$ cat src/life_pkg.sv
/*
 * Shared types for the 8x8 Life engine. The grid size is fixed here and
 * nowhere else. Cell (r, c) sits at flat bit r*8+c, serial order is MSB first.
 */

package life_pkg;

    // Grid geometry
    localparam int GRID_ROWS  = 8;
    localparam int GRID_COLS  = 8;
    localparam int GRID_CELLS = GRID_ROWS * GRID_COLS;  // 64 cells

    // Live-cell count needs to reach GRID_CELLS itself
    localparam int POP_W = $clog2(GRID_CELLS + 1);      // 7 bits

    // Width of the generation count on the host pins
    localparam int GEN_W = 8;

    // One grid word, seen either as a flat vector or as rows of cells
    typedef union packed {
        logic [GRID_CELLS-1:0]               flat;  // Serial and memory view
        logic [GRID_ROWS-1:0][GRID_COLS-1:0] rows;  // rows[r][c] for the rule logic
    } grid_t;

    // Monitor output, registered once per cycle
    typedef struct packed {
        logic [POP_W-1:0] population;  // Live cells, 0 to 64
        logic             stable;      // Next generation equals current
    } status_t;

endpackage

$ cat src/system_memory.sv
/*
 * Current-generation store with serial load and serial unload.
 * Priority is run, then load, then output. Loading fills the output register
 * too, so a readback straight after a load returns the loaded grid.
 */
`timescale 1ns/100ps

module system_memory (
    input  logic            CLK,          // System clock
    input  logic            RESET,        // Async reset, active high
    input  life_pkg::grid_t grid_in,      // Next generation from the calculator
    input  logic            serial_in,    // Load bit, MSB first
    input  logic            load_mode,    // Shift serial_in into both registers
    input  logic            run_mode,     // Take grid_in, one generation per cycle
    input  logic            output_mode,  // Drain the output register
    output life_pkg::grid_t grid_out,     // Current generation in parallel
    output logic            serial_out    // Registered top bit of the output register
);

    localparam int MSB = life_pkg::GRID_CELLS - 1;

    logic [MSB:0] in_sr;   // Current generation
    logic [MSB:0] out_sr;  // Copy that gets shifted out

    // Input register only changes on run or load
    always_ff @(posedge CLK or posedge RESET) begin
        if (RESET) begin
            in_sr <= '0;
        end else if (run_mode) begin
            in_sr <= grid_in.flat;                   // New generation
        end else if (load_mode) begin
            in_sr <= {in_sr[MSB-1:0], serial_in};    // Shift up, new bit at bottom
        end
    end

    // Output register follows the input register on run and load,
    // and drains towards serial_out in output mode
    always_ff @(posedge CLK or posedge RESET) begin
        if (RESET) begin
            out_sr     <= '0;
            serial_out <= 1'b0;
        end else if (run_mode) begin
            out_sr <= grid_in.flat;                  // Keep in step with in_sr
        end else if (load_mode) begin
            out_sr <= {out_sr[MSB-1:0], serial_in};  // Same shift as in_sr
        end else if (output_mode) begin
            serial_out <= out_sr[MSB];               // Top bit leaves first
            out_sr     <= {out_sr[MSB-1:0], 1'b0};   // Zero fill from below
        end
    end

    // serial_out holds its last value outside output mode

    assign grid_out.flat = in_sr;  // Parallel view of the current generation

endmodule

$ cat src/grid_calculator.sv
/*
 * Purely combinational B3/S23 next-generation logic for the whole grid.
 * WRAP=1 gives a torus, WRAP=0 treats every cell beyond the edge as dead.
 * One generation per clock at the top level, so this path is the long one.
 */
`timescale 1ns/100ps

module grid_calculator #(
    parameter int WRAP = 1  // 1 toroidal, 0 dead edges
) (
    input  life_pkg::grid_t grid,      // Current generation
    output life_pkg::grid_t next_grid  // Generation after one step
);

    localparam int ROWS = life_pkg::GRID_ROWS;
    localparam int COLS = life_pkg::GRID_COLS;

    // Offsets of the eight neighbours, row then column
    localparam int NBR_DR [8] = '{-1, -1, -1,  0, 0,  1, 1, 1};
    localparam int NBR_DC [8] = '{-1,  0,  1, -1, 1, -1, 0, 1};

    // B3/S23
    function automatic logic life_rule(input logic alive, input logic [3:0] count);
        logic born;
        logic keep;
        born = (count == 4'd3);              // Birth, or survival with three
        keep = alive && (count == 4'd2);     // Survival with two
        return born || keep;
    endfunction

    for (genvar r = 0; r < ROWS; r++) begin : g_row
        for (genvar c = 0; c < COLS; c++) begin : g_col

            logic [7:0] nbr;    // The eight neighbour cells of (r, c)
            logic [3:0] count;  // Live neighbours, 0 to 8

            for (genvar k = 0; k < 8; k++) begin : g_nbr
                // Raw neighbour position, may fall off the grid
                localparam int RR = r + NBR_DR[k];
                localparam int CC = c + NBR_DC[k];

                // Same position folded back onto the torus
                localparam int RW = (RR + ROWS) % ROWS;
                localparam int CW = (CC + COLS) % COLS;

                localparam bit INSIDE = (RR >= 0) && (RR < ROWS) &&
                                        (CC >= 0) && (CC < COLS);

                if (WRAP != 0) begin : g_wrap
                    assign nbr[k] = grid.rows[RW][CW];   // Opposite edge wraps in
                end else if (INSIDE) begin : g_inside
                    assign nbr[k] = grid.rows[RR][CC];
                end else begin : g_dead
                    assign nbr[k] = 1'b0;                // Beyond the edge is dead
                end
            end

            // Small popcount, synthesises to an adder tree
            assign count = 4'($countones(nbr));

            assign next_grid.rows[r][c] = life_rule(grid.rows[r][c], count);
        end
    end

endmodule

$ cat src/run_sequencer.sv
/*
 * Runs gen_count generations after a start pulse, one per cycle.
 * start is ignored while busy or while a serial transfer mode is set.
 * done pulses once, the cycle after the last run cycle (or after start if N=0).
 */
`timescale 1ns/100ps

module run_sequencer (
    input  logic                      CLK,          // System clock
    input  logic                      RESET,        // Async reset, active high
    input  logic                      start,        // One-cycle request
    input  logic                      load_mode,    // Serial load in progress
    input  logic                      output_mode,  // Serial unload in progress
    input  logic [life_pkg::GEN_W-1:0] gen_count,   // Generations, sampled with start
    output logic                      run_mode,     // Memory takes next_grid
    output logic                      busy,         // Run accepted and not yet finished
    output logic                      done          // End of run pulse
);

    logic [life_pkg::GEN_W-1:0] gens_left;  // Run cycles still to go
    logic                       accept;     // Start taken this cycle
    logic                       last_gen;   // Final run cycle

    // Only an idle engine with the serial pins quiet takes a start
    assign accept = start && !busy && !load_mode && !output_mode;

    assign last_gen = run_mode && (gens_left == life_pkg::GEN_W'(1));

    always_ff @(posedge CLK or posedge RESET) begin
        if (RESET) begin
            run_mode  <= 1'b0;
            busy      <= 1'b0;
            done      <= 1'b0;
            gens_left <= '0;
        end else begin
            done <= 1'b0;  // Pulse by default low

            if (accept) begin
                busy      <= 1'b1;
                gens_left <= gen_count;
                run_mode  <= (gen_count != '0);  // First run cycle follows start
                done      <= (gen_count == '0);  // Nothing to run
            end else if (run_mode) begin
                gens_left <= gens_left - 1'b1;
                if (last_gen) begin
                    run_mode <= 1'b0;
                    done     <= 1'b1;            // Cycle after the last run
                end
            end else if (done) begin
                busy <= 1'b0;                    // Released after the done cycle
            end
        end
    end

    // busy covers the run cycles and the done cycle, so a new
    // start is taken one cycle after done at the earliest

endmodule

$ cat src/population_monitor.sv
/*
 * Registered live-cell count and stable flag, one cycle behind the grid.
 * stable compares the current grid with the calculator output, so an
 * empty grid or a still life reports stable and an oscillator never does.
 */
`timescale 1ns/100ps

module population_monitor (
    input  logic              CLK,        // System clock
    input  logic              RESET,      // Async reset, active high
    input  life_pkg::grid_t   cur_grid,   // Current generation
    input  life_pkg::grid_t   next_grid,  // Calculator output for cur_grid
    output life_pkg::status_t status      // Population and stable flag
);

    localparam int CELLS = life_pkg::GRID_CELLS;
    localparam int POP_W = life_pkg::POP_W;

    life_pkg::status_t status_d;  // Unregistered status

    // Count of set bits over the flat view
    function automatic logic [POP_W-1:0] popcount(input logic [CELLS-1:0] cells);
        logic [POP_W-1:0] sum;
        sum = '0;
        for (int i = 0; i < CELLS; i++) begin
            sum = sum + POP_W'(cells[i]);  // Adds 0 or 1
        end
        return sum;
    endfunction

    always_comb begin
        status_d.population = popcount(cur_grid.flat);
        status_d.stable     = (next_grid.flat == cur_grid.flat);  // Fixed point
    end

    // Registering keeps the compare off the output pins
    always_ff @(posedge CLK or posedge RESET) begin
        if (RESET) begin
            status <= '0;
        end else begin
            status <= status_d;
        end
    end

endmodule

$ cat src/life_top.sv
/*
 * 8x8 Life engine. Host loads serially, starts a run, then unloads serially.
 * Keep load_mode and output_mode low while busy. Status lags the grid by a cycle.
 */
`timescale 1ns/100ps

module life_top #(
    parameter int WRAP = 1  // Edge rule for the calculator
) (
    input  logic                       CLK,          // System clock
    input  logic                       RESET,        // Async reset, active high
    input  logic                       load_mode,    // Serial load level
    input  logic                       output_mode,  // Serial unload level
    input  logic                       serial_in,    // Load data, MSB first
    input  logic                       start,        // Run request pulse
    input  logic [life_pkg::GEN_W-1:0] gen_count,    // Generations to run
    output logic                       serial_out,   // Unload data, MSB first
    output logic                       busy,         // Run in progress
    output logic                       done,         // Run finished pulse
    output life_pkg::grid_t            grid_out,     // Current generation
    output life_pkg::status_t          status        // Population and stable flag
);

    life_pkg::grid_t cur_grid;   // Memory contents
    life_pkg::grid_t next_grid;  // One step ahead of cur_grid
    logic            run_mode;   // Memory takes next_grid

    system_memory system_memory_inst (
        .CLK         (CLK),
        .RESET       (RESET),
        .grid_in     (next_grid),
        .serial_in   (serial_in),
        .load_mode   (load_mode),
        .run_mode    (run_mode),
        .output_mode (output_mode),
        .grid_out    (cur_grid),
        .serial_out  (serial_out)
    );

    grid_calculator #(
        .WRAP (WRAP)
    ) grid_calculator_inst (
        .grid      (cur_grid),
        .next_grid (next_grid)
    );

    run_sequencer run_sequencer_inst (
        .CLK         (CLK),
        .RESET       (RESET),
        .start       (start),
        .load_mode   (load_mode),
        .output_mode (output_mode),
        .gen_count   (gen_count),
        .run_mode    (run_mode),
        .busy        (busy),
        .done        (done)
    );

    population_monitor population_monitor_inst (
        .CLK       (CLK),
        .RESET     (RESET),
        .cur_grid  (cur_grid),
        .next_grid (next_grid),
        .status    (status)
    );

    assign grid_out = cur_grid;  // Parallel readout for the host

endmodule

$ cat config.mk
export PLATFORM = sky130hd
export DESIGN_NAME = life_top
export DESIGN_NICKNAME = d
export VERILOG_FILES = /design/src/life_pkg.sv /design/src/system_memory.sv /design/src/grid_calculator.sv /design/src/run_sequencer.sv /design/src/population_monitor.sv /design/src/life_top.sv
export SDC_FILE = /design/constraint.sdc
export NUM_CORES = 1
export LEC_CHECK = 0
export BUFFER_PORTS_ARGS = -buffer_cell sky130_fd_sc_hd__buf_2
export CAP_MARGIN = 5
export CORE_MARGIN = 10
export CORE_UTILIZATION = 60
export CTS_CLUSTER_DIAMETER = 30
export CTS_CLUSTER_SIZE = 8
export DETAILED_ROUTE_END_ITERATION = 16
export HOLD_SLACK_MARGIN = 0.03
export PLACE_DENSITY = 0.83
export SKIP_CTS_REPAIR_TIMING = 1
export SLEW_MARGIN = 20
export SYNTH_ARGS = -nofsm -noshare
export SYNTH_HDL_FRONTEND = slang
export SYNTH_SLANG_ARGS = --single-unit
$ cat constraint.sdc
create_clock -name CLK -period 8.5 [get_ports CLK]
set_input_delay 1.275 -clock CLK [delete_from_list [all_inputs] [get_ports CLK]]
set_output_delay 1.275 -clock CLK [all_outputs]
set_load 0.1 [all_outputs]
==> results.ini, run 1 <==
[setup_path]
cp_max_fo = 10
worstSetupPathType = flip-flop to flip-flop
required_ps = 8910
cp.arrival_ps = 6910
end_kind = flip-flop
crit_path_start_kind = flip-flop

[placement]
place_ws_ps = 2020
gp_congestion = 1.06
placed_cells = 2334
portBuffers = 88
hpwl_um = 54700

[status]
status = completed

[floorplanning]
start_util_pct = 61.3
row_count = 65
coreArea_mm2 = 0.0318
chipHeight_um = 200
io_pins = 89
fp.dieW_um = 200
dieArea_mm2 = 0.0401

[detailed_routing]
drtAntennaViolNets = 0
first_pass_iters = 8
num_vias = 14300
drc_errors = 0
vias_per_cell = 6.05
drtIter0Drc = 1391
wirelength_um = 65500
wl_per_cell_um = 27.7

[synthesis]
synth.net_count = 2441
yosys_warnings = 0
synth_mux_area_share_pct = 5.68
synth_top_family_by_area = adder cells
netlist_instances = 1844
synth_compound_area_share_pct = 9.51
synth_edf_count = 0
synthesis.area_mm2 = 0.0195
synth_area_leader_cell = fa_1
synth_xor_area_share_pct = 0.584
synthAdderAreaFrac_pct = 49.3
seq_area_frac_synth_pct = 19.0
avgSynthCellArea_um2 = 10.6
synth-seq-cells = 148
yosysUniqueCellTypes = 47
yosysTopAreaCellShare_pct = 31.8
synth_area_leaders = fa_1 (32%), dfrtp_1 (19%), ha_1 (18%)
synth-simple-area-share_pct = 8.80
ys.flop_type = dfrtp_1
async_flop_share_pct = 100

[sta]
worst_slack_ps = 2000
fin_setup_tns_ps = 0
fmax_ghz = 0.154
slew_headroom_pct = 33.9
grt_setup_unrepaired = no
drv_slew = 0
worstMarginPinSlew_ps = 992
min_period_ps = 6500
setup_viol = 0
skew_ps = 10.9
post-route-period-util_pct = 76.5
hold_violations = 0

[global_route]
grt_overflow = 0
grt_pass1_vias = 14800
grtUsageMet3_pct = 8.59
antenna_found_initial = 3
use_met2_pct = 49.5
grt_pass1_wl_um = 97100
gr-usage-met1_pct = 43.5
grt.total_usage_pct = 33.0
top_usage_layer = met2
grt_max_degree = 191

[layout]
n_antenna_cell = 0
finalNetCount = 2515
drive_gt1_share_pct = 10.4
finalNonFillerCells = 2366
mostFrequentLayoutCell = inv_1
syn_to_final_growth_pct = 7.68
mostFrequentLayoutCells = inv_1 (317), fa_1 (310), ha_1 (273)

[cts]
clkLatencyLatePin_ps = 470
cts_tree = built
clkSinkCount = 148
root_buffer = clkbuf_16
cts-htree-levels = 4
cts.clk_slew.worst_paths_ps = 70
cts.path.max_buffers = 2
cts-buffers-inserted = 17

[flow_run]
maxCapViolations = 0

[min_path]
min_path_type = flip-flop to flip-flop

-- synth_stat cells, drive strengths merged (45+ instances only) --
cell and n:
ha 273, o21a 116, o21ai 91, nor2 105, fa 310, mux2 62, a21oi 56, nand2 103
nor3b 45, inv 318, nor2b 49, dfrtp 148
-- per-stage QoR --
step                      hold WS, ps  instance area, um2  util [%]
after floorplan                   475               19500         -
after global placement            484               20400      64.2
after detailed placement          492               20400      64.2
after CTS                         508               21000      66.0
after global routing              529               21000      66.0
final                             505               21000      66.0
-- worst paths after layout --
check | from | to | slack [ps] | cells after the start
min in group asynchronous | RESET | run_sequencer_inst.gens_left[6]$_DFFE_PP0P_ | 930 | 2
worst max-delay path | system_memory_inst.grid_out[0]$_DFFE_PP0P_ | population_monitor_inst.status[7]$_DFF_PP0_ | 2000 | 17
worst min register to register | system_memory_inst.serial_out$_DFFE_PP0P_ | system_memory_inst.serial_out$_DFFE_PP0P_ | 510 | 1
worst max register to register | system_memory_inst.grid_out[0]$_DFFE_PP0P_ | population_monitor_inst.status[7]$_DFF_PP0_ | 2000 | 17
worst min-delay path | system_memory_inst.serial_out$_DFFE_PP0P_ | system_memory_inst.serial_out$_DFFE_PP0P_ | 510 | 1
max in group asynchronous | RESET | system_memory_inst.out_sr[9]$_DFFE_PP0P_ | 6130 | 3
-- critical path, cell delays in order, from the launching register on --
cell and delay [ps]:
dfrtp_1 530, ha_1 440, inv_1 70, fa_1 490
fa_1 580, fa_1 460, fa_1 540, fa_1 440
fa_1 500, fa_1 520, fa_1 430, fa_1 420
fa_1 410, inv_1 70, a21oi_1 60, o21bai_1 220
a21o_1 150, a21o_1 100
-- flip-flops by register name, indices dropped and copies added, names as in the netlist --
| name | flops |
|---|---|
| run_sequencer_inst.run_mode | 1 |
| system_memory_inst.grid_out | 64 |
| run_sequencer_inst.gens_left | 8 |
| run_sequencer_inst.done | 1 |
| population_monitor_inst.status | 8 |
| system_memory_inst.serial_out | 1 |
| run_sequencer_inst.busy | 1 |
| system_memory_inst.out_sr | 64 |
-- cells by family (layout without fill, tap and decap cells) --
group,count (synthesis),in the layout
buf+inv,363,450
xor+xnor,13,13
simple gates,341,341
fa+ha+maj,583,583
compound gates,293,293
flops,148,148
mux,103,103
-- per-layer routing --
metal  vias up  routed length [um]  share of wire, %
met3       155                6780                10
met1      7243               26100                40
li1       6197                   -                 -
met5         -                  27             0.041
met2       725               29100                44
met4         4                3440               5.3
-- final cells by class --
class / instances / area [um2]
Fill cell: 2535 / 10800
Clock buffer: 18 / 439
Timing Repair Buffer: 100 / 546
Sequential cell: 148 / 3710
Clock inverter: 14 / 141
Tap cell: 435 / 544
Multi-Input combinational cell: 1333 / 14400
Inverter: 318 / 1200
Power of run 1 is left out: the tool's default activity adds up to more than one toggle a clock period on the data nets, which glitch-free logic cannot reach.
==> inputs of run 2 (changes only) <==
Settings changed: CORE_UTILIZATION 60 to 58, PLACE_DENSITY 0.83 to 0.84.
Clock period 8.5 ns to 5.9 ns, I/O delays scaled along.
==> run 2 against run 1 <==
  * The flow now finishes with violations (setup timing)
  * Critical endpoint is now population_monitor_inst.status[5]$_DFF_PP0_
  * Largest cell class unchanged
  * Final area is 2.6% higher
  * Die area rose by 3.1%
  * Wire length down 3.4%
  * Critical path type unchanged
==> results.ini, run 2 (synthesis results as in run 1) <==
[placement]
gp_congestion = 1.03  ; was 1.06
portBuffers = 88  ; unchanged
hpwl_um = 53200  ; was 54,700 um
placed_cells = 2403  ; was 2,334

[global_route]
grt_overflow = 0  ; unchanged
grt_pass1_vias = 15600  ; was 14.8k
grt_pass1_wl_um = 95800  ; was 97,100 um
grt.total_usage_pct = 31.5  ; was 33.0%
antenna_found_initial = 3  ; unchanged
grt_max_degree = 73  ; was 191

[floorplanning]
start_util_pct = 58.4  ; was 61.3%
chipHeight_um = 203  ; was 200 um
fp.dieW_um = 203  ; was 200 um
row_count = 67  ; was 65
coreArea_mm2 = 0.0334  ; was 0.0318 mm2
io_pins = 89  ; unchanged
dieArea_mm2 = 0.0414  ; was 0.0401 mm2

[sta]
slew_headroom_pct = 37.9  ; was 33.9%
setup_viol = 2  ; was 0
hold_slack_ps = 505  ; about the same
worstMarginPinSlew_ps = 922  ; was 992 ps
hold_violations = 0  ; unchanged
min_period_ps = 5980  ; was 6500 ps
worst_slack_ps = -84.5  ; was 2000 ps
skew_ps = 19.3  ; was 10.9 ps
fmax_ghz = 0.167  ; was 0.154 GHz
drv_slew = 0  ; unchanged
grt_setup_unrepaired = yes  ; was no
post-route-period-util_pct = 101  ; was 76.5%

[flow_run]
maxCapViolations = 0  ; unchanged

[status]
status = finished with violations  ; was completed
violations = setup timing

[setup_path]
required_ps = 6290  ; was 8910 ps
cp.arrival_ps = 6370  ; was 6910 ps
reg2reg_from = system_memory_inst.grid_out[0]$_DFFE_PP0P_  ; unchanged
cp_slowest_cell = fa_1  ; unchanged
cpPeakStageDelay_ps = 540  ; was 580 ps
critPathMostFrequentCell = fa_1  ; unchanged
cp_max_fo = 2  ; was 10
reg2reg_depth = 17  ; unchanged
end_kind = flip-flop  ; unchanged
worstPathCellList = ha_4 -> inv_2 -> fa_1 -> fa_1 -> fa_1 -> fa_1 -> fa_1 -> fa_1 -> fa_1 -> fa_1 -> fa_2 -> fa_2 -> inv_2 -> a21oi_2 -> o21bai_1 -> buf_4 -> xor2_1  ; was ha_1 -> inv_1 -> fa_1 -> fa_1 -> fa_1 -> fa_1 -> fa_1 -> fa_1 -> fa_1 -> fa_1 -> fa_1 -> fa_1 -> inv_1 -> a21oi_1 -> o21bai_1 -> a21o_1 -> a21o_1
rrSetupSlack_ps = -80  ; was 2000 ps
worstSetupPathType = flip-flop to flip-flop  ; unchanged
critPathBufInv = 3  ; was 2
critPathTopFamily = adder cells  ; unchanged
crit_path_start_kind = flip-flop  ; unchanged
timing.rr.end = population_monitor_inst.status[5]$_DFF_PP0_  ; was population_monitor_inst.status[7]$_DFF_PP0_

[layout]
mostFrequentLayoutCells = inv_1 (311), fa_1 (306), ha_1 (272)  ; was inv_1 (317), fa_1 (310), ha_1 (273)
mostFrequentLayoutCell = inv_1  ; unchanged
drive_gt1_share_pct = 15.1  ; was 10.4%
finalNonFillerCells = 2439  ; was 2,366
finalNetCount = 2574  ; was 2,515
syn_to_final_growth_pct = 10.5  ; was 7.68%

[cts]
cts-htree-levels = 4  ; unchanged
root_buffer = clkbuf_16  ; unchanged
cts-buffers-inserted = 17  ; unchanged
clkLatencyLatePin_ps = 480  ; was 470 ps
cts_tree = built  ; unchanged
cts.clk_slew.worst_paths_ps = 80  ; was 70 ps
cts.path.max_buffers = 2  ; unchanged
clkSinkCount = 148  ; unchanged

[min_path]
min_path_type = flip-flop to flip-flop  ; unchanged
whs_path_depth = 1  ; unchanged
hold_end = system_memory_inst.serial_out$_DFFE_PP0P_  ; unchanged
hp-start = system_memory_inst.serial_out$_DFFE_PP0P_  ; unchanged

[detailed_routing]
drtAntennaViolNets = 0  ; unchanged
drtIter0Drc = 1358  ; was 1,391
wl_per_cell_um = 26.0  ; was 27.7 um
first_pass_iters = 6  ; was 8
vias_per_cell = 5.99  ; was 6.05
wirelength_um = 63300  ; was 65,500 um
drc_errors = 0  ; unchanged
num_vias = 14600  ; was 14.3k

-- run 2: cell types whose count changed in the layout (fill, tap and decap cells not counted), moves of 2 or more --
cell      delta
a21oi_1      -2
a21oi_2      +2
buf_4       +59
clkbuf_1     +2
dfrtp_1     -31
dfrtp_2     +31
fa_1         -4
fa_2         +4
inv_1        -6
inv_2        +6
inv_8        -3
-- run 2: worst max path at each step --
stage,from,endpoint,slack (ps),cells past startpoint
4_1_cts,system_memory_inst.grid_out[0]$_DFFE_PP0P_,population_monitor_inst.status[7]$_DFF_PP0_,-150,17
6_report,system_memory_inst.grid_out[0]$_DFFE_PP0P_,population_monitor_inst.status[5]$_DFF_PP0_,-80,17
2_1_floorplan,system_memory_inst.grid_out[1]$_DFFE_PP0P_,population_monitor_inst.status[7]$_DFF_PP0_,-190,17
3_3_place_gp,system_memory_inst.grid_out[0]$_DFFE_PP0P_,population_monitor_inst.status[7]$_DFF_PP0_,6,17
5_1_grt,system_memory_inst.grid_out[0]$_DFFE_PP0P_,population_monitor_inst.status[5]$_DFF_PP0_,-250,17
3_5_place_dp,system_memory_inst.grid_out[0]$_DFFE_PP0P_,population_monitor_inst.status[7]$_DFF_PP0_,-100,17
-- run 2: final cells by class --
class | count | area (um2)
multi-input combinational | 1333 | 14500
fill | 2704 | 11800
sequential | 148 | 3750
inverter | 318 | 1200
timing repair buffer | 159 | 988
tap | 448 | 561
clock buffer | 19 | 433
clock inverter | 13 | 149
antenna | 1 | 2.50
-- run 2: per-layer routing --
layer  global-route usage (%)  vias up  routed length [um]  share of wire (%)
met3                     8.60      195                6620                 10
li1                         -     6329                   -                  -
met4                     20.3        2                4530                7.2
met5                        0        -                   7              0.011
met1                     39.6     7359               24400                 39
met2                     47.5      719               27800                 44
-- run 2: per-stage QoR --
| stage | setup TNS, ps | worst slack [ps] | utilization, % | cell area (um2) |
|---|---|---|---|---|
| detailed placement | -114 | -98.9 | 62.7 | 20900 |
| CTS | -225 | -153 | 64.4 | 21500 |
| finish | -117 | -84.5 | 64.6 | 21500 |
| global route | -577 | -249 | 64.6 | 21500 |
| global placement | 0 | 5.91 | 62.6 | 20900 |
| floorplan | -465 | -190 | - | 19600 |
Power of run 2 is left out for the same reason.
